<file path="src/hdl/axi_wr_macros.svh">
//--------------------------------------------------------------------------
// Width and size macros shared by the AXI write subordinate and the bank
//   Address, data and ID widths of the AXI side
//   Bank depth and the start of its slow region
//--------------------------------------------------------------------------
`ifndef AXI_WR_MACROS_SVH
`define AXI_WR_MACROS_SVH

`define AXI_AW 16
`define AXI_DW 32
`define AXI_IW 4

// Bank depth in 32-bit words, slow region from this word index upward
`define BANK_WORDS     64
`define BANK_SLOW_BASE 32
`endif
</file>
<file path="src/hdl/axi_wr_pkg.sv">
//--------------------------------------------------------------------------
// Shared types of the AXI write path
//   Width typedefs, burst and response encodings, subordinate FSM states
//--------------------------------------------------------------------------
`include "axi_wr_macros.svh"

package axi_wr_pkg;

    typedef logic [`AXI_AW-1:0]   axi_addr_t;
    typedef logic [`AXI_DW-1:0]   axi_data_t;
    typedef logic [`AXI_DW/8-1:0] axi_strb_t;
    typedef logic [`AXI_IW-1:0]   axi_id_t;
    typedef logic [7:0]           axi_len_t;
    typedef logic [2:0]           axi_size_t;

    // AxBURST and xRESP encodings as on the bus
    typedef enum logic [1:0] {AXI_BURST_FIXED = 2'b00, AXI_BURST_INCR = 2'b01,
                              AXI_BURST_WRAP = 2'b10} axi_burst_e;
    typedef enum logic [1:0] {AXI_RESP_OKAY = 2'b00, AXI_RESP_EXOKAY = 2'b01,
                              AXI_RESP_SLVERR = 2'b10} axi_resp_e;

    typedef enum logic [1:0] {SUB_IDLE, SUB_BURST, SUB_RESP} sub_state_e;

endpackage

</file>
<file path="src/hdl/axi_wr_top.sv">
//--------------------------------------------------------------------------
// Top level of the AXI write path
//   Write subordinate feeding the register bank, debug read port exposed
//--------------------------------------------------------------------------
`timescale 1ns/1ns
`include "axi_wr_macros.svh"

module axi_wr_top
    import axi_wr_pkg::*;
(
    input  logic                          clk,
    input  logic                          rst_n,
    input  logic                          i_awvalid,
    output logic                          o_awready,
    input  axi_addr_t                     i_awaddr,
    input  axi_len_t                      i_awlen,
    input  axi_size_t                     i_awsize,
    input  logic [1:0]                    i_awburst,
    input  axi_id_t                       i_awid,
    input  logic                          i_wvalid,
    output logic                          o_wready,
    input  axi_data_t                     i_wdata,
    input  axi_strb_t                     i_wstrb,
    input  logic                          i_wlast,
    output logic                          o_bvalid,
    input  logic                          i_bready,
    output logic [1:0]                    o_bresp,
    output axi_id_t                       o_bid,
    input  logic [$clog2(`BANK_WORDS)-1:0] i_dbg_addr,
    output axi_data_t                     o_dbg_data
);

    // Component interface between subordinate and bank
    logic      c_dv;
    axi_addr_t c_addr;
    axi_data_t c_wdata;
    axi_strb_t c_wstrb;
    logic      c_hld;
    logic      c_err;

    axi_wr_sub i_sub (
        .clk(clk), .rst_n(rst_n),
        .i_awvalid(i_awvalid), .o_awready(o_awready), .i_awaddr(i_awaddr),
        .i_awlen(i_awlen), .i_awsize(i_awsize), .i_awburst(i_awburst), .i_awid(i_awid),
        .i_wvalid(i_wvalid), .o_wready(o_wready), .i_wdata(i_wdata),
        .i_wstrb(i_wstrb), .i_wlast(i_wlast),
        .o_bvalid(o_bvalid), .i_bready(i_bready), .o_bresp(o_bresp), .o_bid(o_bid),
        .o_dv(c_dv), .o_addr(c_addr), .o_wdata(c_wdata), .o_wstrb(c_wstrb),
        .i_hld(c_hld), .i_err(c_err)
    );

    wr_reg_bank i_bank (
        .clk(clk), .rst_n(rst_n),
        .i_dv(c_dv), .i_addr(c_addr), .i_wdata(c_wdata), .i_wstrb(c_wstrb),
        .o_hld(c_hld), .o_err(c_err),
        .i_dbg_addr(i_dbg_addr), .o_dbg_data(o_dbg_data)
    );

endmodule

</file>
<file path="src/hdl/wr_reg_bank.sv">
//--------------------------------------------------------------------------
// Register bank behind the component write interface
//   Byte-strobed word writes, one wait cycle in the slow region
//   err on beats past the bank end, combinational debug read port
//--------------------------------------------------------------------------
`timescale 1ns/1ns
`include "axi_wr_macros.svh"

module wr_reg_bank
    import axi_wr_pkg::*;
(
    input  logic                          clk,
    input  logic                          rst_n,
    input  logic                          i_dv,
    input  axi_addr_t                     i_addr,
    input  axi_data_t                     i_wdata,
    input  axi_strb_t                     i_wstrb,
    output logic                          o_hld,
    output logic                          o_err,
    input  logic [$clog2(`BANK_WORDS)-1:0] i_dbg_addr,
    output axi_data_t                     o_dbg_data
);

    localparam int BC = `AXI_DW / 8;
    localparam int BW = $clog2(BC);
    localparam int XW = $clog2(`BANK_WORDS);

    axi_data_t              mem [`BANK_WORDS];
    logic [`AXI_AW-BW-1:0]  word_idx;
    logic                   in_range;
    logic                   slow;
    logic                   wait_done;
    logic                   wr_en;

    // Word index from the byte address
    assign word_idx = i_addr[`AXI_AW-1:BW];
    assign in_range = (word_idx < (`AXI_AW-BW)'(`BANK_WORDS));
    assign slow     = in_range && (word_idx >= (`AXI_AW-BW)'(`BANK_SLOW_BASE));

    // Slow beat holds in its first cycle only
    assign o_hld = i_dv && slow && !wait_done;
    assign o_err = i_dv && !in_range;
    assign wr_en = i_dv && !o_hld && in_range;

    always_ff @(posedge clk or negedge rst_n) begin
        if (!rst_n) begin
            wait_done <= 1'b0;
        end else begin
            wait_done <= o_hld;
        end
    end

    // Only strobed bytes change
    always_ff @(posedge clk or negedge rst_n) begin
        if (!rst_n) begin
            for (int i = 0; i < `BANK_WORDS; i++) begin
                mem[i] <= '0;
            end
        end else if (wr_en) begin
            for (int b = 0; b < BC; b++) begin
                if (i_wstrb[b]) begin
                    mem[word_idx[XW-1:0]][b*8 +: 8] <= i_wdata[b*8 +: 8];
                end
            end
        end
    end

    assign o_dbg_data = mem[i_dbg_addr];

endmodule

</file>
<file path="src/hdl/axi_wr_sub.sv">
//--------------------------------------------------------------------------
// AXI write subordinate
//   Skid buffers on AW, W and B, one burst context with its own FSM
//   Splits bursts into single-beat component writes with dv/hld/err
//   Responses leave in request order, SLVERR if any beat saw err
//--------------------------------------------------------------------------
`timescale 1ns/1ns

module axi_wr_sub
    import axi_wr_pkg::*;
(
    input  logic      clk,
    input  logic      rst_n,
    // AW channel
    input  logic      i_awvalid,
    output logic      o_awready,
    input  axi_addr_t i_awaddr,
    input  axi_len_t  i_awlen,
    input  axi_size_t i_awsize,
    input  logic [1:0] i_awburst,
    input  axi_id_t   i_awid,
    // W channel
    input  logic      i_wvalid,
    output logic      o_wready,
    input  axi_data_t i_wdata,
    input  axi_strb_t i_wstrb,
    input  logic      i_wlast,
    // B channel
    output logic      o_bvalid,
    input  logic      i_bready,
    output logic [1:0] o_bresp,
    output axi_id_t   o_bid,
    // Component side
    output logic      o_dv,
    output axi_addr_t o_addr,
    output axi_data_t o_wdata,
    output axi_strb_t o_wstrb,
    input  logic      i_hld,
    input  logic      i_err
);

    localparam int ABITS = $bits(axi_addr_t);
    localparam int BW    = $clog2($bits(axi_strb_t));
    localparam int AWD   = ABITS + $bits(axi_len_t) + $bits(axi_size_t) + 2 + $bits(axi_id_t);
    localparam int WD    = $bits(axi_data_t) + $bits(axi_strb_t) + 1;
    localparam int BD    = $bits(axi_resp_e) + $bits(axi_id_t);

    sub_state_e state, state_nxt;
    logic       req_valid, req_ready;
    axi_addr_t  req_addr;
    axi_len_t   req_len;
    axi_size_t  req_size;
    logic [1:0] req_burst;
    axi_id_t    req_id;
    // Burst context
    axi_addr_t  txn_addr, txn_addr_nxt;
    axi_size_t  txn_size;
    axi_burst_e txn_burst;
    axi_len_t   txn_len;
    axi_id_t    txn_id;
    logic       txn_err;
    logic       in_burst, w_in_valid, w_in_ready, w_valid, w_last;
    logic       beat_done, last_done;
    logic       rp_valid, rp_ready;
    axi_resp_e  rp_resp;

    //--------------------------------------------------------------------------
    // Request path
    //--------------------------------------------------------------------------
    skid_buffer #(.DW(AWD), .OPT_OUTREG(1'b0)) i_aw_skd (
        .clk(clk), .rst_n(rst_n),
        .i_valid(i_awvalid), .o_ready(o_awready),
        .i_data({i_awaddr, i_awlen, i_awsize, i_awburst, i_awid}),
        .o_valid(req_valid), .i_ready(req_ready),
        .o_data({req_addr, req_len, req_size, req_burst, req_id})
    );

    // New burst only when idle and a B slot is guaranteed
    assign req_ready = (state == SUB_IDLE) && rp_ready;
    assign in_burst  = (state == SUB_BURST);
    assign beat_done = o_dv && !i_hld;
    assign last_done = beat_done && w_last;

    // B slot reserved at acceptance, so the last beat always finds room
    always_comb begin
        state_nxt = state;
        case (state)
            SUB_IDLE:  if (req_valid && req_ready) state_nxt = SUB_BURST;
            SUB_BURST: if (last_done) state_nxt = SUB_IDLE;
            default:   state_nxt = SUB_IDLE;
        endcase
    end

    always_ff @(posedge clk or negedge rst_n) begin
        if (!rst_n) begin
            state   <= SUB_IDLE;
            txn_err <= 1'b0;
        end else begin
            state <= state_nxt;
            if (req_valid && req_ready) begin
                txn_err <= 1'b0;
            end else if (beat_done) begin
                txn_err <= txn_err || i_err;
            end
        end
    end

    // Context loads on acceptance, address steps on every completed beat
    always_ff @(posedge clk) begin
        if (req_valid && req_ready) begin
            txn_addr  <= req_addr;
            txn_size  <= req_size;
            txn_burst <= axi_burst_e'(req_burst);
            txn_len   <= req_len;
            txn_id    <= req_id;
        end else if (beat_done) begin
            txn_addr  <= txn_addr_nxt;
        end
    end

    axi_next_addr i_next_addr (
        .i_addr(txn_addr), .i_size(txn_size), .i_burst(txn_burst),
        .i_len(txn_len), .o_next_addr(txn_addr_nxt)
    );

    //--------------------------------------------------------------------------
    // Data path
    //--------------------------------------------------------------------------
    // W accepted only while a burst is active
    assign w_in_valid = i_wvalid && in_burst;
    assign o_wready   = w_in_ready && in_burst;

    skid_buffer #(.DW(WD), .OPT_OUTREG(1'b0)) i_w_skd (
        .clk(clk), .rst_n(rst_n),
        .i_valid(w_in_valid), .o_ready(w_in_ready),
        .i_data({i_wdata, i_wstrb, i_wlast}),
        .o_valid(w_valid), .i_ready(in_burst && !i_hld),
        .o_data({o_wdata, o_wstrb, w_last})
    );

    // Beats of a following burst wait in the buffer until their AW is taken
    assign o_dv   = w_valid && in_burst;
    assign o_addr = {txn_addr[ABITS-1:BW], BW'(0)};

    //--------------------------------------------------------------------------
    // Response path
    //--------------------------------------------------------------------------
    assign rp_valid = last_done;
    assign rp_resp  = (txn_err || (beat_done && i_err)) ? AXI_RESP_SLVERR : AXI_RESP_OKAY;

    skid_buffer #(.DW(BD), .OPT_OUTREG(1'b1)) i_b_skd (
        .clk(clk), .rst_n(rst_n),
        .i_valid(rp_valid), .o_ready(rp_ready),
        .i_data({rp_resp, txn_id}),
        .o_valid(o_bvalid), .i_ready(i_bready),
        .o_data({o_bresp, o_bid})
    );

endmodule

</file>
<file path="src/hdl/skid_buffer.sv">
//--------------------------------------------------------------------------
// Valid/ready skid buffer with one spare entry
//   Upstream ready is registered, so a falling downstream ready loses nothing
//   OPT_OUTREG selects a registered output stage over pass-through
//--------------------------------------------------------------------------
`timescale 1ns/1ns

module skid_buffer #(
    parameter int DW         = 8,
    parameter bit OPT_OUTREG = 1'b0
) (
    input  logic          clk,
    input  logic          rst_n,
    input  logic          i_valid,
    output logic          o_ready,
    input  logic [DW-1:0] i_data,
    output logic          o_valid,
    input  logic          i_ready,
    output logic [DW-1:0] o_data
);

    logic          skid_valid;
    logic [DW-1:0] skid_data;

    // Upstream sees ready while the spare entry is free
    assign o_ready = !skid_valid;

    // Capture into the spare entry when the output stalls
    always_ff @(posedge clk or negedge rst_n) begin
        if (!rst_n) begin
            skid_valid <= 1'b0;
        end else if (i_valid && o_ready && o_valid && !i_ready) begin
            skid_valid <= 1'b1;
        end else if (i_ready) begin
            skid_valid <= 1'b0;
        end
    end

    always_ff @(posedge clk) begin
        if (o_ready) begin
            skid_data <= i_data;
        end
    end

    generate
        if (OPT_OUTREG) begin : g_outreg
            logic          out_valid;
            logic [DW-1:0] out_data;

            // Output register loads whenever it is empty or being drained
            always_ff @(posedge clk or negedge rst_n) begin
                if (!rst_n) begin
                    out_valid <= 1'b0;
                end else if (!out_valid || i_ready) begin
                    out_valid <= i_valid || skid_valid;
                end
            end

            // Spare entry is older, so it goes first
            always_ff @(posedge clk) begin
                if (!out_valid || i_ready) begin
                    out_data <= skid_valid ? skid_data : i_data;
                end
            end

            assign o_valid = out_valid;
            assign o_data  = out_data;
        end else begin : g_pass
            // Input straight through unless an entry is held
            assign o_valid = i_valid || skid_valid;
            assign o_data  = skid_valid ? skid_data : i_data;
        end
    endgenerate

endmodule

</file>
<file path="src/hdl/axi_next_addr.sv">
//--------------------------------------------------------------------------
// Next beat address of an AXI burst
//   FIXED keeps the address, INCR steps by the beat size
//   WRAP steps inside a window of size times beat count bytes
//--------------------------------------------------------------------------
`timescale 1ns/1ns

module axi_next_addr
    import axi_wr_pkg::*;
(
    input  axi_addr_t  i_addr,
    input  axi_size_t  i_size,
    input  axi_burst_e i_burst,
    input  axi_len_t   i_len,
    output axi_addr_t  o_next_addr
);

    axi_addr_t beat_bytes;
    axi_addr_t addr_algn;
    axi_addr_t addr_incr;
    axi_addr_t wrap_mask;

    always_comb begin
        beat_bytes = axi_addr_t'(1) << i_size;
        // Unaligned first beat of INCR lands on the next size boundary
        addr_algn  = i_addr & ~(beat_bytes - axi_addr_t'(1));
        addr_incr  = addr_algn + beat_bytes;
        // Window is a power of two for legal wrap lengths (2, 4, 8, 16)
        wrap_mask  = beat_bytes * (axi_addr_t'(i_len) + axi_addr_t'(1)) - axi_addr_t'(1);
        case (i_burst)
            AXI_BURST_FIXED: o_next_addr = i_addr;
            AXI_BURST_INCR:  o_next_addr = addr_incr;
            AXI_BURST_WRAP:  o_next_addr = (i_addr & ~wrap_mask) | (addr_incr & wrap_mask);
            default:         o_next_addr = i_addr;
        endcase
    end

endmodule

</file>
<file path="config.mk">
export PLATFORM = sky130hd
export DESIGN_NAME = axi_wr_top
export DESIGN_NICKNAME = d
export VERILOG_FILES = /design/src/hdl/axi_wr_pkg.sv /design/src/hdl/axi_wr_top.sv /design/src/hdl/wr_reg_bank.sv /design/src/hdl/axi_wr_sub.sv /design/src/hdl/skid_buffer.sv /design/src/hdl/axi_next_addr.sv
export VERILOG_INCLUDE_DIRS = /design/src /design/src/hdl
export SDC_FILE = /design/constraint.sdc
export NUM_CORES = 2
export LEC_CHECK = 0
export BUFFER_PORTS_ARGS = -buffer_cell sky130_fd_sc_hd__clkbuf_2
export CAP_MARGIN = 15
export CORE_MARGIN = 1.5
export CORE_UTILIZATION = 30
export DETAILED_ROUTE_END_ITERATION = 16
export GPL_TIMING_DRIVEN = 0
export SLEW_MARGIN = 40
export SYNTH_ARGS = -nofsm -noshare
export SYNTH_HDL_FRONTEND = slang
export SYNTH_SLANG_ARGS = --single-unit
export TNS_END_PERCENT = 100
</file>
<file path="constraint.sdc">
create_clock -name clk -period 7.5 [get_ports clk]
set_clock_uncertainty 0.05 [all_clocks]
set_input_delay 1.5 -clock clk [delete_from_list [all_inputs] [get_ports clk]]
set_output_delay 1.5 -clock clk [all_outputs]
set_load 0.02 [all_outputs]
</file>
# After elaboration in Yosys (flattened, before gate mapping)
# Cells that the tools add are included.
# word_totals
regBits,2171
input_bits,81
out_inout_bits,41
word_cells,192
# op_classes
add_sub_neg,4
multipliers,1
order_cmp,5
n_eq_ne,5
n_shift,1
muxes,40
bitwise,8
reduce_logical,48
# ops
cell,n
2-to-1 mux 2048 bit,7
bitwise mux 2048 bit,4
demux 32 bit (select 6 bit),4
binary-select mux 32 bit (select 6 bit),1
2-to-1 mux 32 bit,3
bitwise AND 16 bit,3
2-to-1 mux 16 bit,3
2-to-1 mux 37 bit,1
2-to-1 mux 33 bit,1
NOT 16 bit,2
one-hot mux 16 bit (2 select lines),1
"subtractor 16 x 1 -> 16 bit, second input constant",2
logical AND 1 bit,24
2-to-1 mux 24 bit,1
adder 16 bit,1
multiplier 16 x 9 -> 16 bit,1
bitwise OR 16 bit,1
"left shift 1 x 3 -> 16 bit, first input constant",1
">= comparator 14 x 6 -> 1 bit, second input constant",1
">= comparator 7 bit, second input constant",2
"less-than comparator 14 x 7 -> 1 bit, second input constant",1
NOT 6 -> 7 bit,2
zero test 1 bit,10
"adder 8 x 1 -> 9 bit, second input constant",1
other kinds (14),34

# Longest topological paths before layout
# depth
word_depth,18
ltp_mapped,24
mapped_depth_nobuf,21

# Modules after synthesis
# From an unflattened synthesis, not the netlist that was laid out.
# unflattened
hier_cells,6752
area_unflattened_um2,113131.0
# modules_own_cells
mod,n_inst,cells_each,area_each_um2,seq_area_each_um2
wr_reg_bank,1,5942,104620.3,51274.2
axi_next_addr,1,541,4038.9,0.0
axi_wr_sub,1,86,1501.4,1041.0
skid_buffer at i_sub.i_w_skd,1,82,1247.4,765.7
skid_buffer at i_sub.i_aw_skd,1,74,1244.9,685.7
skid_buffer at i_sub.i_b_skd,1,27,478.0,350.3

# Worst setup path after synthesis
# No wires, ideal clock.
# synth_path
path_kind,reg-to-reg
startpoint,register i_sub.txn_size[0]
endpoint,register with a tool-made name
setup_time_ps,263
t_arrival_ps,5618
required_time_ps,7187
setup_slack_ps,1569
stages_incl_launch_ff,25
n_path_buf,3
period_less_slack_ps,5931
cell_sequence,edfxtp_1 -> buf_2 -> buf_2 -> clkbuf_1 -> nor2b_1 -> and2_0 -> nand2_1 -> fa_1 -> inv_1 -> fa_1 -> inv_1 -> fa_1 -> inv_1 -> fa_1 -> inv_1 -> fa_1 -> inv_1 -> ha_1 -> o21ai_0 -> nor2_1 -> a21oi_1 -> nor3_1 -> or3_1 -> a21oi_1 -> o21ai_0
# synth_rtl
element,line_no,source
"start, declared",axi_wr_sub.sv:57,axi_size_t txn_size;
"start signal, assigned",axi_wr_sub.sv:112,txn_size <= req_size;

# Worst setup path in the final report
# layout_path
startpoint,input port i_dbg_addr[0]
endpoint,output port o_dbg_data[13]
# layout_via
elab_chain_cells,4
# layout_lines
element,line_no,source
"start, declared",axi_wr_top.sv:29,"input logic [$clog2(`BANK_WORDS)-1:0] i_dbg_addr,"
NOT 6 -> 7 bit (implied by the code),wr_reg_bank.sv:68,assign o_dbg_data = mem[i_dbg_addr];
binary-select mux 32 bit (select 6 bit),wr_reg_bank.sv:68,
2-to-1 mux 32 bit (implied by the code) (2 in series),wr_reg_bank.sv:68,
"end, declared",axi_wr_top.sv:30,output axi_data_t o_dbg_data
# No other way between the ends. The select of a mux whose other input is x is not followed.

==> impl_results.md <==
* Grt ovf at 0
* Hold Startpoint: i_sub.i_b_skd.skid_data[4]
* Critical Path Source Type: input port
* Synthesized Nets at 8833
* XOR/XNOR Fraction of Synth Area at 0.00337
* Routed Wire Length at ~330000 um
* Mapped Area at about 96000 um2
* Row cnt at a little over 200
* Initial drt markers at ~7000
* Clk sink count at around 2200
* Worst Setup SP: i_dbg_addr[0]
* CTS tree: yes
* WHS at around 0.41 ns
* Clk_lat worst skew at between 0.9 and 1 ns
* GR Util All Layers at 0.201
* Fill cells at between 30000 and 40000
* Synth Area in Compound Gates at 0.114
* Initial antenna violation count at 19
* Maximum clock path buffer count at 4
* Status: finished clean
* Largest net degree at the start of global routing at 70
* Dpl hpwl at roughly 250000 um
* Crit. End Element: output pin
* Starting Density at 0.302
* Area Overhead vs Synth at 15.8%
* Core area at about 320000 um2
* Root Driver: clkbuf_16
* Port bufs at between 100 and 150
* Netlist cell types at 62
* PwrDens at 283 nW/um2
* Relative slew margins at 0.353
* Avg WL per Cell at around 24 um
* R2R Path Start: i_sub.txn_size[0]
* Share of synthesized registers carrying an async set or reset at 0.947
* Main combinational cell family by area after synthesis: multiplexers
* Reg area at 54100 um2
* Syn_area_per_cell at about 11 um2
* Post-synthesis register bit count at roughly 2200
* DIE WIDTH at about 570 um
* Die Y at about 570 um
* Layout cells sized above 1 at 0.159
* Number of I/O pins at 122
* Vias in the first global route at around 70000
* Clk slew on worst S/H paths at roughly 0.060 ns
* Tightest Pin Transition at 0.967 ns
* Final min period at around 7 ns
* Hold-fix buffers, CTS at 0
* Cells after Synth at about 8700
* Synth Area in Adders at 0.0162
* RSZ-0062 raised after global routing: false
* ANT nets after route at 0
* HP Class: flop to flop
* Register area share after synthesis at 0.562
* Synth Warn # at 0
* Fmax at 145 MHz
* Hold Fails Final Rpt at 0
* CTS-repair resized insts at 0
* Vias at around 70000
* H-tree depth at 4
* Post-synth top area share at 0.534
* Mean number of vias per cell at 5.22
* Die footprint at around 320000 um2
* First-pass GRT wire length at 482000 um
* Net count, final at 9221
* Post-synth EDFFs at 39
* DRC at 0
* Crit path max fanout at 10
* Post-CTS Repair Setup Buffers at 0
* Area leader, netlist: dfrtp_1
* Critical Path AT at about 5.3 ns
* Max rail drop VDD at approximately 0.40 mV
* CTS Buf Count at between 200 and 250
* Top cells by area, synth: dfrtp_1 53%, mux4_2 16%, o21ai_0 11%, nand2_1 9.3%, clkbuf_1 2.3%
* Multi-input gate area at between 30000 and 40000 um2
* Placer Congestion at 0.941
* Synth Flop Type: dfrtp_1
* Setup ws final at 0.626 ns
* # setup viols final at 0
* Worst Path Required at between 5 and 6 ns
* Leakage power at roughly 48 nW
* First-pass DRT Iterations at 6
* Slew Limit Fails at 0
* Pre-CTS WS at 0.669 ns
* Number of max-cap violations at 0
* Post-Synth Simple-Gate Area at 0.105
* Setup CP Type: input port to output pin
* Fin Setup TNS at 0 ns
* Final Cycle Share at 0.917
* Fraction of synthesized area in multiplexers at 0.166
[critical path, cell delays in order]
cell and delay, ns:
buf_6 0.17, buf_2 0.33, buf_4 0.44, buf_2 0.71, mux4_2 0.66, mux4_2 0.51
mux2i_1 0.34, o21ai_1 0.34, clkbuf_2 0.27
[through the flow]
stage               area (um2)  std cells   util  power (mW)
CTS                     111000      13400  0.350        31.6
global placement        102000      13000  0.320        19.4
floorplan                96300       8655      -        16.7
detailed placement      104000      13000  0.325        19.5
global route            111000      13400  0.350        32.8
finish                  111000      13400  0.350        31.6
[sequential cells by signal, indices dropped and copies added, names as in the netlist, 2 cells and up, named ones only]
register and flops:
i_bank.mem 2048, i_sub.i_b_skd.skid_data 6, i_sub.i_w_skd.skid_data 37, i_sub.txn_id 4, i_sub.i_aw_skd.skid_data 33, i_sub.txn_burst 2
i_sub.txn_len 8, i_sub.i_b_skd.o_data 6, i_sub.txn_size 3
[layout make-up]
cell class | count | share of cell area
repair buffers | 163 | 0.0164
inverters | 104 | 0.00350
plain buffers | 702 | 0.0260
clock inverters | 104 | 0.0139
well taps | 4180 | 0.0469
diodes | 5 | 0.000112
flip-flops and latches | 2170 | 0.485
clock buffers | 303 | 0.0572
multi-input cells | 5679 | 0.350
[metal layers]
metal	track usage	share of wire
met5	0	0.00014
met4	0.115	0.064
met3	0.0350	0.074
met2	0.320	0.47
met1	0.257	0.40
[cell families (layout without fill, tap and decap cells)]
logic type / Yosys count / in the layout
flops: 2170 / 2170
simple gates: 2623 / 2623
buf+inv: 806 / 1376
fa+ha+maj: 97 / 97
compound gates: 2166 / 2166
mux: 756 / 756
other cells: 0 / 5
xor+xnor: 37 / 37
[path summary, 6_finish.rpt]
check	endpoint	slack [ns]	cells past startpoint
min in group asynchronous	i_bank.mem[1558]	0.46	1
min reg2reg	i_sub.i_b_skd.skid_data[4]	0.41	1
max in group asynchronous	i_bank.mem[518]	3.82	9
max reg2reg	flop	0.63	22
min	i_sub.i_b_skd.skid_data[4]	0.41	1
max	o_dbg_data[13]	0.63	9
[report_power, final]
group          leakage (nW)  internal, mW  total, mW  switching, mW
logic                  13.9          2.16       7.08           4.92
clock network          3.86          7.20       12.2           4.97
registers              29.7          12.1       12.3          0.179
[synth_stat cells (all sizes together), types with 19 or more instances]
cell / instances
o21ai: 2091
fa: 46
clkbuf: 589
ha: 51
dfrtp: 2055
mux2i: 41
xnor2: 25
a21oi: 19
nor2: 128
dfxtp: 76
inv: 101
edfxtp: 39
mux2: 50
buf: 113
mux4: 665
nand2: 2387
[cells in the final DEF, fill, tap and decap left out, drive strengths merged, types with 8 or more instances in the layout]
cell type | synthesis | routed
nand2 | 2387 | 2387
o21ai | 2091 | 2091
dfrtp | 2055 | 2055
clkbuf | 589 | 1008
mux4 | 665 | 665
buf | 113 | 160
nor2 | 128 | 128
inv | 101 | 110
dfxtp | 76 | 76
ha | 51 | 51
mux2 | 50 | 50
fa | 46 | 46
clkinv | 3 | 43
mux2i | 41 | 41
edfxtp | 39 | 39
bufinv | 0 | 36
xnor2 | 25 | 25
a21oi | 19 | 19
clkinvlp | 0 | 19
o31ai | 13 | 13
nand2b | 12 | 12
nor2b | 12 | 12
nand3 | 12 | 12
xor2 | 12 | 12
and2 | 12 | 12
nor3 | 11 | 11
or3 | 8 | 8
Note: power is estimated with default switching activity, not from simulation.
